--- src/rtl/fir_pkg.sv ---
`default_nettype none

package fir_pkg;

  ////////////////////////////////////////////////////////////////////////////
  // widths
  ////////////////////////////////////////////////////////////////////////////

  localparam int sample_w  = 16;  // Q1.15 input
  localparam int coeff_w   = 16;  // 16 fraction bits
  localparam int product_w = 31;  // 31 fraction bits kept
  localparam int acc_w     = 33;  // accumulators and output
  localparam int slot_w    = 2;

  typedef logic signed [sample_w-1:0] sample_t;
  typedef logic signed [coeff_w-1:0]  coeff_t;
  typedef logic signed [acc_w-1:0]    acc_t;
  typedef logic [slot_w-1:0]          slot_t;

  ////////////////////////////////////////////////////////////////////////////
  // coefficients
  ////////////////////////////////////////////////////////////////////////////

  localparam int num_coeffs = 8;

  // symmetric low-pass, tap order, sfix16_En16
  localparam coeff_t coeff_table [num_coeffs] = '{
    16'hDDBB,
    16'hEA8E,
    16'h33DB,
    16'h6808,
    16'h6808,
    16'h33DB,
    16'hEA8E,
    16'hDDBB
  };

  ////////////////////////////////////////////////////////////////////////////
  // slot phase, shared by feeder, lanes and combiner
  ////////////////////////////////////////////////////////////////////////////

  typedef struct packed {
    slot_t slot;   // tap slot within the frame
    logic  first;  // slot 0 and enabled
    logic  last;   // final slot and enabled
    logic  en;     // clk_enable
  } slot_info_t;

endpackage

`default_nettype wire
--- src/rtl/serial_fir_top.sv ---
`timescale 1ns/1ps
`default_nettype none

module serial_fir_top #(
  parameter int num_lanes     = 2,
  parameter int taps_per_lane = 4
) (
  input  logic             clk,
  input  logic             reset,
  input  logic             clk_enable,
  input  fir_pkg::sample_t filter_in,   // sfix16_En15
  output fir_pkg::acc_t    filter_out   // sfix33_En31
);

  fir_pkg::slot_info_t              slot_info;
  fir_pkg::sample_t [num_lanes-1:0] lane_taps;
  fir_pkg::acc_t [num_lanes-1:0]    lane_accs;

  ////////////////////////////////////////////////////////////////////////////
  // slot counter and taps
  ////////////////////////////////////////////////////////////////////////////

  tap_delay_line #(
    .num_lanes     (num_lanes),
    .taps_per_lane (taps_per_lane)
  ) i_tap_delay_line (
    .clk        (clk),
    .reset      (reset),
    .clk_enable (clk_enable),
    .filter_in  (filter_in),
    .slot_info  (slot_info),
    .lane_taps  (lane_taps)
  );

  // one serial partition per lane
  for (genvar l = 0; l < num_lanes; l++) begin : g_lane
    mac_lane #(
      .lane_index    (l),
      .taps_per_lane (taps_per_lane)
    ) i_mac_lane (
      .clk       (clk),
      .reset     (reset),
      .slot_info (slot_info),
      .tap       (lane_taps[l]),
      .acc       (lane_accs[l])
    );
  end

  ////////////////////////////////////////////////////////////////////////////
  // final sum and output
  ////////////////////////////////////////////////////////////////////////////

  lane_combiner #(
    .num_lanes (num_lanes)
  ) i_lane_combiner (
    .clk        (clk),
    .reset      (reset),
    .slot_info  (slot_info),
    .lane_accs  (lane_accs),
    .filter_out (filter_out)
  );

endmodule

`default_nettype wire

--- src/rtl/lane_combiner.sv ---
`timescale 1ns/1ps
`default_nettype none

module lane_combiner #(
  parameter int num_lanes = 2
) (
  input  logic                             clk,
  input  logic                             reset,
  input  fir_pkg::slot_info_t              slot_info,
  input  fir_pkg::acc_t [num_lanes-1:0]    lane_accs,
  output fir_pkg::acc_t                    filter_out
);

  fir_pkg::acc_t lane_sum;
  fir_pkg::acc_t final_sum;
  fir_pkg::acc_t output_reg;

  ////////////////////////////////////////////////////////////////////////////
  // lane sum
  ////////////////////////////////////////////////////////////////////////////

  // partial sums are complete while the lanes start the next frame
  always_comb begin
    lane_sum = '0;
    for (int l = 0; l < num_lanes; l++) begin
      lane_sum = lane_sum + lane_accs[l];
    end
  end

  always_ff @(posedge clk or posedge reset) begin
    if (reset) begin
      final_sum <= '0;
    end else if (slot_info.first) begin
      final_sum <= lane_sum;
    end
  end

  ////////////////////////////////////////////////////////////////////////////
  // output register
  ////////////////////////////////////////////////////////////////////////////

  // updates once per frame, together with the sample capture
  always_ff @(posedge clk or posedge reset) begin
    if (reset) begin
      output_reg <= '0;
    end else if (slot_info.last) begin
      output_reg <= final_sum;
    end
  end

  assign filter_out = output_reg;  // sfix33_En31

endmodule

`default_nettype wire

--- src/rtl/mac_lane.sv ---
`timescale 1ns/1ps
`default_nettype none

module mac_lane #(
  parameter int lane_index    = 0,
  parameter int taps_per_lane = 4
) (
  input  logic                clk,
  input  logic                reset,
  input  fir_pkg::slot_info_t slot_info,
  input  fir_pkg::sample_t    tap,
  output fir_pkg::acc_t       acc
);

  localparam int base_index = lane_index * taps_per_lane;  // first coeff of this lane
  localparam int full_w     = fir_pkg::sample_w + fir_pkg::coeff_w;

  fir_pkg::coeff_t                       coeff;
  logic signed [full_w-1:0]              mul_full;
  logic signed [fir_pkg::product_w-1:0]  product;
  fir_pkg::acc_t                         product_ext;
  fir_pkg::acc_t                         acc_sum;
  fir_pkg::acc_t                         acc_q;

  ////////////////////////////////////////////////////////////////////////////
  // coefficient select and multiply
  ////////////////////////////////////////////////////////////////////////////

  assign coeff = fir_pkg::coeff_table[base_index + int'(slot_info.slot)];

  assign mul_full = tap * coeff;  // sfix32_En31
  assign product  = mul_full[fir_pkg::product_w-1:0];

  // sign extend to accumulator width
  assign product_ext = {{(fir_pkg::acc_w - fir_pkg::product_w){product[fir_pkg::product_w-1]}},
                        product};

  assign acc_sum = acc_q + product_ext;

  ////////////////////////////////////////////////////////////////////////////
  // accumulator
  ////////////////////////////////////////////////////////////////////////////

  always_ff @(posedge clk or posedge reset) begin
    if (reset) begin
      acc_q <= '0;
    end else if (slot_info.first) begin
      acc_q <= product_ext;  // new frame
    end else if (slot_info.en) begin
      acc_q <= acc_sum;
    end
  end

  assign acc = acc_q;

endmodule

`default_nettype wire

--- src/rtl/tap_delay_line.sv ---
`timescale 1ns/1ps
`default_nettype none

module tap_delay_line #(
  parameter int num_lanes     = 2,
  parameter int taps_per_lane = 4
) (
  input  logic                                   clk,
  input  logic                                   reset,
  input  logic                                   clk_enable,
  input  fir_pkg::sample_t                       filter_in,
  output fir_pkg::slot_info_t                    slot_info,
  output fir_pkg::sample_t [num_lanes-1:0]       lane_taps
);

  localparam int total_taps = num_lanes * taps_per_lane;
  localparam fir_pkg::slot_t last_slot = fir_pkg::slot_t'(taps_per_lane - 1);

  fir_pkg::slot_t                    slot;
  fir_pkg::sample_t [total_taps-1:0] delay_line;  // tap 0 is the newest sample
  logic                              first;
  logic                              last;

  ////////////////////////////////////////////////////////////////////////////
  // slot counter
  ////////////////////////////////////////////////////////////////////////////

  // starts on the last slot so the first enabled edge captures a sample
  always_ff @(posedge clk or posedge reset) begin
    if (reset) begin
      slot <= last_slot;
    end else if (clk_enable) begin
      if (slot >= last_slot) begin
        slot <= '0;
      end else begin
        slot <= slot + fir_pkg::slot_t'(1);
      end
    end
  end

  assign first = clk_enable && (slot == '0);
  assign last  = clk_enable && (slot == last_slot);

  always_comb begin
    slot_info.slot  = slot;
    slot_info.first = first;
    slot_info.last  = last;
    slot_info.en    = clk_enable;
  end

  ////////////////////////////////////////////////////////////////////////////
  // sample delay line
  ////////////////////////////////////////////////////////////////////////////

  // one shift per frame, on the last slot
  always_ff @(posedge clk or posedge reset) begin
    if (reset) begin
      delay_line <= '0;
    end else if (last) begin
      delay_line[0] <= filter_in;
      for (int i = 1; i < total_taps; i++) begin
        delay_line[i] <= delay_line[i-1];
      end
    end
  end

  // each lane walks its own group of taps
  always_comb begin
    for (int l = 0; l < num_lanes; l++) begin
      lane_taps[l] = delay_line[l * taps_per_lane + int'(slot)];
    end
  end

endmodule

`default_nettype wire

--- config.mk ---
export PLATFORM = sky130hd
export DESIGN_NAME = serial_fir_top
export DESIGN_NICKNAME = d
export VERILOG_FILES = /design/src/rtl/fir_pkg.sv /design/src/rtl/serial_fir_top.sv /design/src/rtl/lane_combiner.sv /design/src/rtl/mac_lane.sv /design/src/rtl/tap_delay_line.sv
export SDC_FILE = /design/constraint.sdc
export NUM_CORES = 2
export LEC_CHECK = 0
export BUFFER_PORTS_ARGS = -buffer_cell sky130_fd_sc_hd__buf_2
export CORE_MARGIN = 2
export CORE_UTILIZATION = 45
export DETAILED_ROUTE_END_ITERATION = 16
export SLEW_MARGIN = 10
export SYNTH_ARGS = -nofsm -noshare
export SYNTH_HDL_FRONTEND = slang
export SYNTH_HIERARCHICAL = 1
export SYNTH_SLANG_ARGS = --single-unit
--- constraint.sdc ---
create_clock -name clk -period 11.7 [get_ports clk]
set_input_delay 2.34 -clock clk [delete_from_list [all_inputs] [get_ports clk]]
set_output_delay 2.34 -clock clk [all_outputs]
set_load 0.005 [all_outputs]
==> metrics <==
run status complete, no violations; Pre-antenna DRT Iters 5; Synth Register Bits 262; worst min-delay path endpoint i_lane_combiner/final_sum[4]$_DFFE_PP0P_; Clk Tree Root Cell sky130_fd_sc_hd__clkbuf_16; post-route fraction of the period consumed by the critical path 84.42%; global-route congestion overflow total 0; drc violations 0; post-CTS setup buffer count 0; DR WL/cell 19.57 um; number of antenna violations at the first check in global routing 0; detailed placer's ending HPWL 69400 um; GRT Util Overall 22.62%; pin count of the biggest net entering global routing 84; First DRT Iteration DRCs approximately 1400; final critical path time including I/O delays and setup approximately 10 ns; number of flops mapped to enable cells by yosys 0; std cell rows between 100 and 150; layout net count 4147; maximum level of the CTS H-tree 2; library cell appearing most often on the critical path sky130_fd_sc_hd__fa_1; clk slew on worst S/H paths 0.06 ns; Die Outline Area 78780 um^2; number of endpoints failing setup at the final stage 0; number of gates given a new drive strength after cts 0; number of clock sinks 262; wire length of the first global-routing pass 139600 um; setup repair after global routing missed its margin no; pins over their slew limit 0; share of flip-flops with an asynchronous set or reset 100.0%; cell types occupying the most area after synthesis sky130_fd_sc_hd__fa_1 (29%), sky130_fd_sc_hd__dfrtp_1 (19%), sky130_fd_sc_hd__ha_1 (10%); area growth from synthesis to layout 6.226%; post-synth top area share 29.12%; CP Data Required Time 12.13 ns; routed wire length 85040 um; Final Hold Fails 0; Worst Tran Pin Value 1.044 ns; worst hold stages 2; post-placement worst setup slack 1.789 ns; Final Hold Slack 0.4871 ns; global placement routability congestion 0.9191; r2r setup slk 1.82 ns; path class of the lowest-slack min-delay path flip-flop to flip-flop; Slew Limit Headroom 30.43%; most common cell after layout, fill and taps aside sky130_fd_sc_hd__inv_1; Initial Util 45.43%; maximum fanout along the worst path 46; CTS tree yes; Setup Crit Path Kind flip-flop to flip-flop; number of nets produced by synthesis 4150; source-to-sink clock delay at the later pin of the worst-skew pair 0.56 ns; Yosys cell types between 100 and 150; worst reg-to-reg path cell count 35; cell type contributing the most total cell area after synthesis sky130_fd_sc_hd__fa_1; count of maximum capacitance violations 0; critical path capture point type flip-flop; Reg-to-Reg End g_lane[1].i_mac_lane/acc[32]$_DFFE_PP0P_; average footprint of a synthesized cell 10.30 um^2; largest clock skew in the final design 0.03639 ns; Die Wd 280.7 um; antenna viol nets, final 0; netlist area before placement 34450 um^2; portion of the post-synthesis area used by sequential elements 19.04%; highest clock rate around 100 MHz; most used cells in the layout excluding fill and tap cells sky130_fd_sc_hd__inv_1 (597), sky130_fd_sc_hd__fa_1 (501), sky130_fd_sc_hd__ha_1 (286), sky130_fd_sc_hd__dfrtp_1 (260), sky130_fd_sc_hd__nand2_1 (226); kind of start point of the critical path flip-flop; clock buffers created by TritonCTS 35; min setup slack post-route 1.822 ns; Worst setup startpoint i_tap_delay_line/slot[0]$_DFFE_PP1P_; Critical-path top delay cell sky130_fd_sc_hd__dfstp_4; cts hold-fix bufs 0; primary flip-flop cell chosen by synthesis mapping sky130_fd_sc_hd__dfrtp_1; ratio of routed vias to standard cells 5.374; fraction of layout instances using a drive strength above 1 11.88%; number of global-route vias before repair approximately 25000; Synth Instances 3344; core region area about 76000 um^2; n_diodes 0; total negative setup slack 0 ns; number of vias after detailed routing 23350; die height approximately 280 um; data arrival at the endpoint of the critical path 10.31 ns; worst r2r src i_tap_delay_line/slot[0]$_DFFE_PP1P_; source of the worst hold timing path i_lane_combiner/final_sum[4]$_DFFE_PP0P_; largest buffer count on any clock path 3; Yosys warning total 6; maximum cell stage delay along the critical path 1.04 ns; port bufs roughly 50; number of top-level pins 52
## worst max-delay path: cells and delay by family (launching register included)
| family | cells | cell delay, ns |
|---|---|---|
| AND/OR/NAND/NOR | 4 | 0.62 |
| flip-flops | 1 | 1.04 |
| AO/OA/AOI/OAI | 14 | 2.48 |
| adder cells (fa/ha/maj) | 8 | 3.61 |
| buffers and inverters | 6 | 0.74 |
| multiplexers | 2 | 1.02 |
| XOR/XNOR | 1 | 0.22 |
## metrics by stage
stage / cells / util (%) / area [um^2]
finish: 4345 / 48.26 / 36590
global route: 4345 / 48.26 / 36590
CTS: 4345 / 48.26 / 36590
detailed placement: 4282 / 46.73 / 35440
global placement: 4282 / 46.73 / 35440
floorplan: 3344 / - / 34450
## routing by layer
layer	share of wire (%)	routed length, um	up-vias	global-route usage, %
met3	5.0	4268	135	3.176
met4	3.6	3098	0	7.267
met2	45	37850	577	35.86
li1	-	-	10922	-
met5	0	0	-	0
met1	47	39820	11716	32.06
## flip-flops by register name, indices dropped and copies added, names as in the netlist
signal                       flops
i_tap_delay_line/slot            2
i_lane_combiner/filter_out      33
i_lane_combiner/final_sum       33
g_lane.i_mac_lane/acc           66
i_tap_delay_line/delay_line    128
## cells in the mapped netlist, types with 19 or more instances
| cell type | instances |
|---|---|
| sky130_fd_sc_hd__o211ai_1 | 20 |
| sky130_fd_sc_hd__nand3_1 | 25 |
| sky130_fd_sc_hd__nand4_1 | 25 |
| sky130_fd_sc_hd__a21oi_1 | 171 |
| sky130_fd_sc_hd__xnor2_1 | 101 |
| sky130_fd_sc_hd__a21o_1 | 55 |
| sky130_fd_sc_hd__o21ai_0 | 110 |
| sky130_fd_sc_hd__mux2_2 | 126 |
| sky130_fd_sc_hd__inv_1 | 599 |
| sky130_fd_sc_hd__xor2_1 | 48 |
| sky130_fd_sc_hd__mux2i_1 | 34 |
| sky130_fd_sc_hd__a211oi_1 | 19 |
| sky130_fd_sc_hd__mux2_4 | 59 |
| sky130_fd_sc_hd__nand2_1 | 226 |
| sky130_fd_sc_hd__mux4_2 | 33 |
| sky130_fd_sc_hd__o21bai_1 | 24 |
| sky130_fd_sc_hd__dfrtp_1 | 260 |
| sky130_fd_sc_hd__nor2_1 | 123 |
| sky130_fd_sc_hd__clkbuf_1 | 55 |
| sky130_fd_sc_hd__nor2b_1 | 38 |
| sky130_fd_sc_hd__o21a_1 | 26 |
| sky130_fd_sc_hd__nand2b_1 | 71 |
| sky130_fd_sc_hd__ha_1 | 286 |
| sky130_fd_sc_hd__and2_1 | 68 |
| sky130_fd_sc_hd__fa_1 | 501 |
## cells by family after synthesis
| group | Yosys count | synth area share (%) |
|---|---|---|
| xor gates and xnor gates | 153 | 3.977 |
| buffers and inverters | 705 | 8.307 |
| AOI/OAI and AO/OA | 535 | 9.993 |
| DFF | 262 | 19.04 |
| muxes | 252 | 9.837 |
| and+or+nand+nor | 650 | 9.339 |
| adders and majority gates | 787 | 39.51 |
## layout make-up
cell class	instances	area, um^2
sequential	262	6563
tap	978	1224
inverter	601	2266
fill	7071	39230
timing repair buffer	64	352.8
multi-input combinational	2377	25030
clock inverter	19	183.9
clock buffer	44	970.9
## worst max-delay path by stage
stage | endpoint | depth (start not counted) | slack [ns]
6_report | g_lane[1].i_mac_lane/acc[32]$_DFFE_PP0P_ | 35 | 1.82
5_1_grt | g_lane[0].i_mac_lane/acc[32]$_DFFE_PP0P_ | 31 | 0.94
4_1_cts | g_lane[1].i_mac_lane/acc[32]$_DFFE_PP0P_ | 32 | 1.77
3_5_place_dp | g_lane[1].i_mac_lane/acc[32]$_DFFE_PP0P_ | 32 | 1.79
3_3_place_gp | g_lane[1].i_mac_lane/acc[32]$_DFFE_PP0P_ | 32 | 1.91
2_1_floorplan | g_lane[1].i_mac_lane/acc[32]$_DFFE_PP0P_ | 34 | 2.62
Power is left out: the tool's default activity adds up to more than one toggle a clock period on the data nets, which glitch-free logic cannot reach.
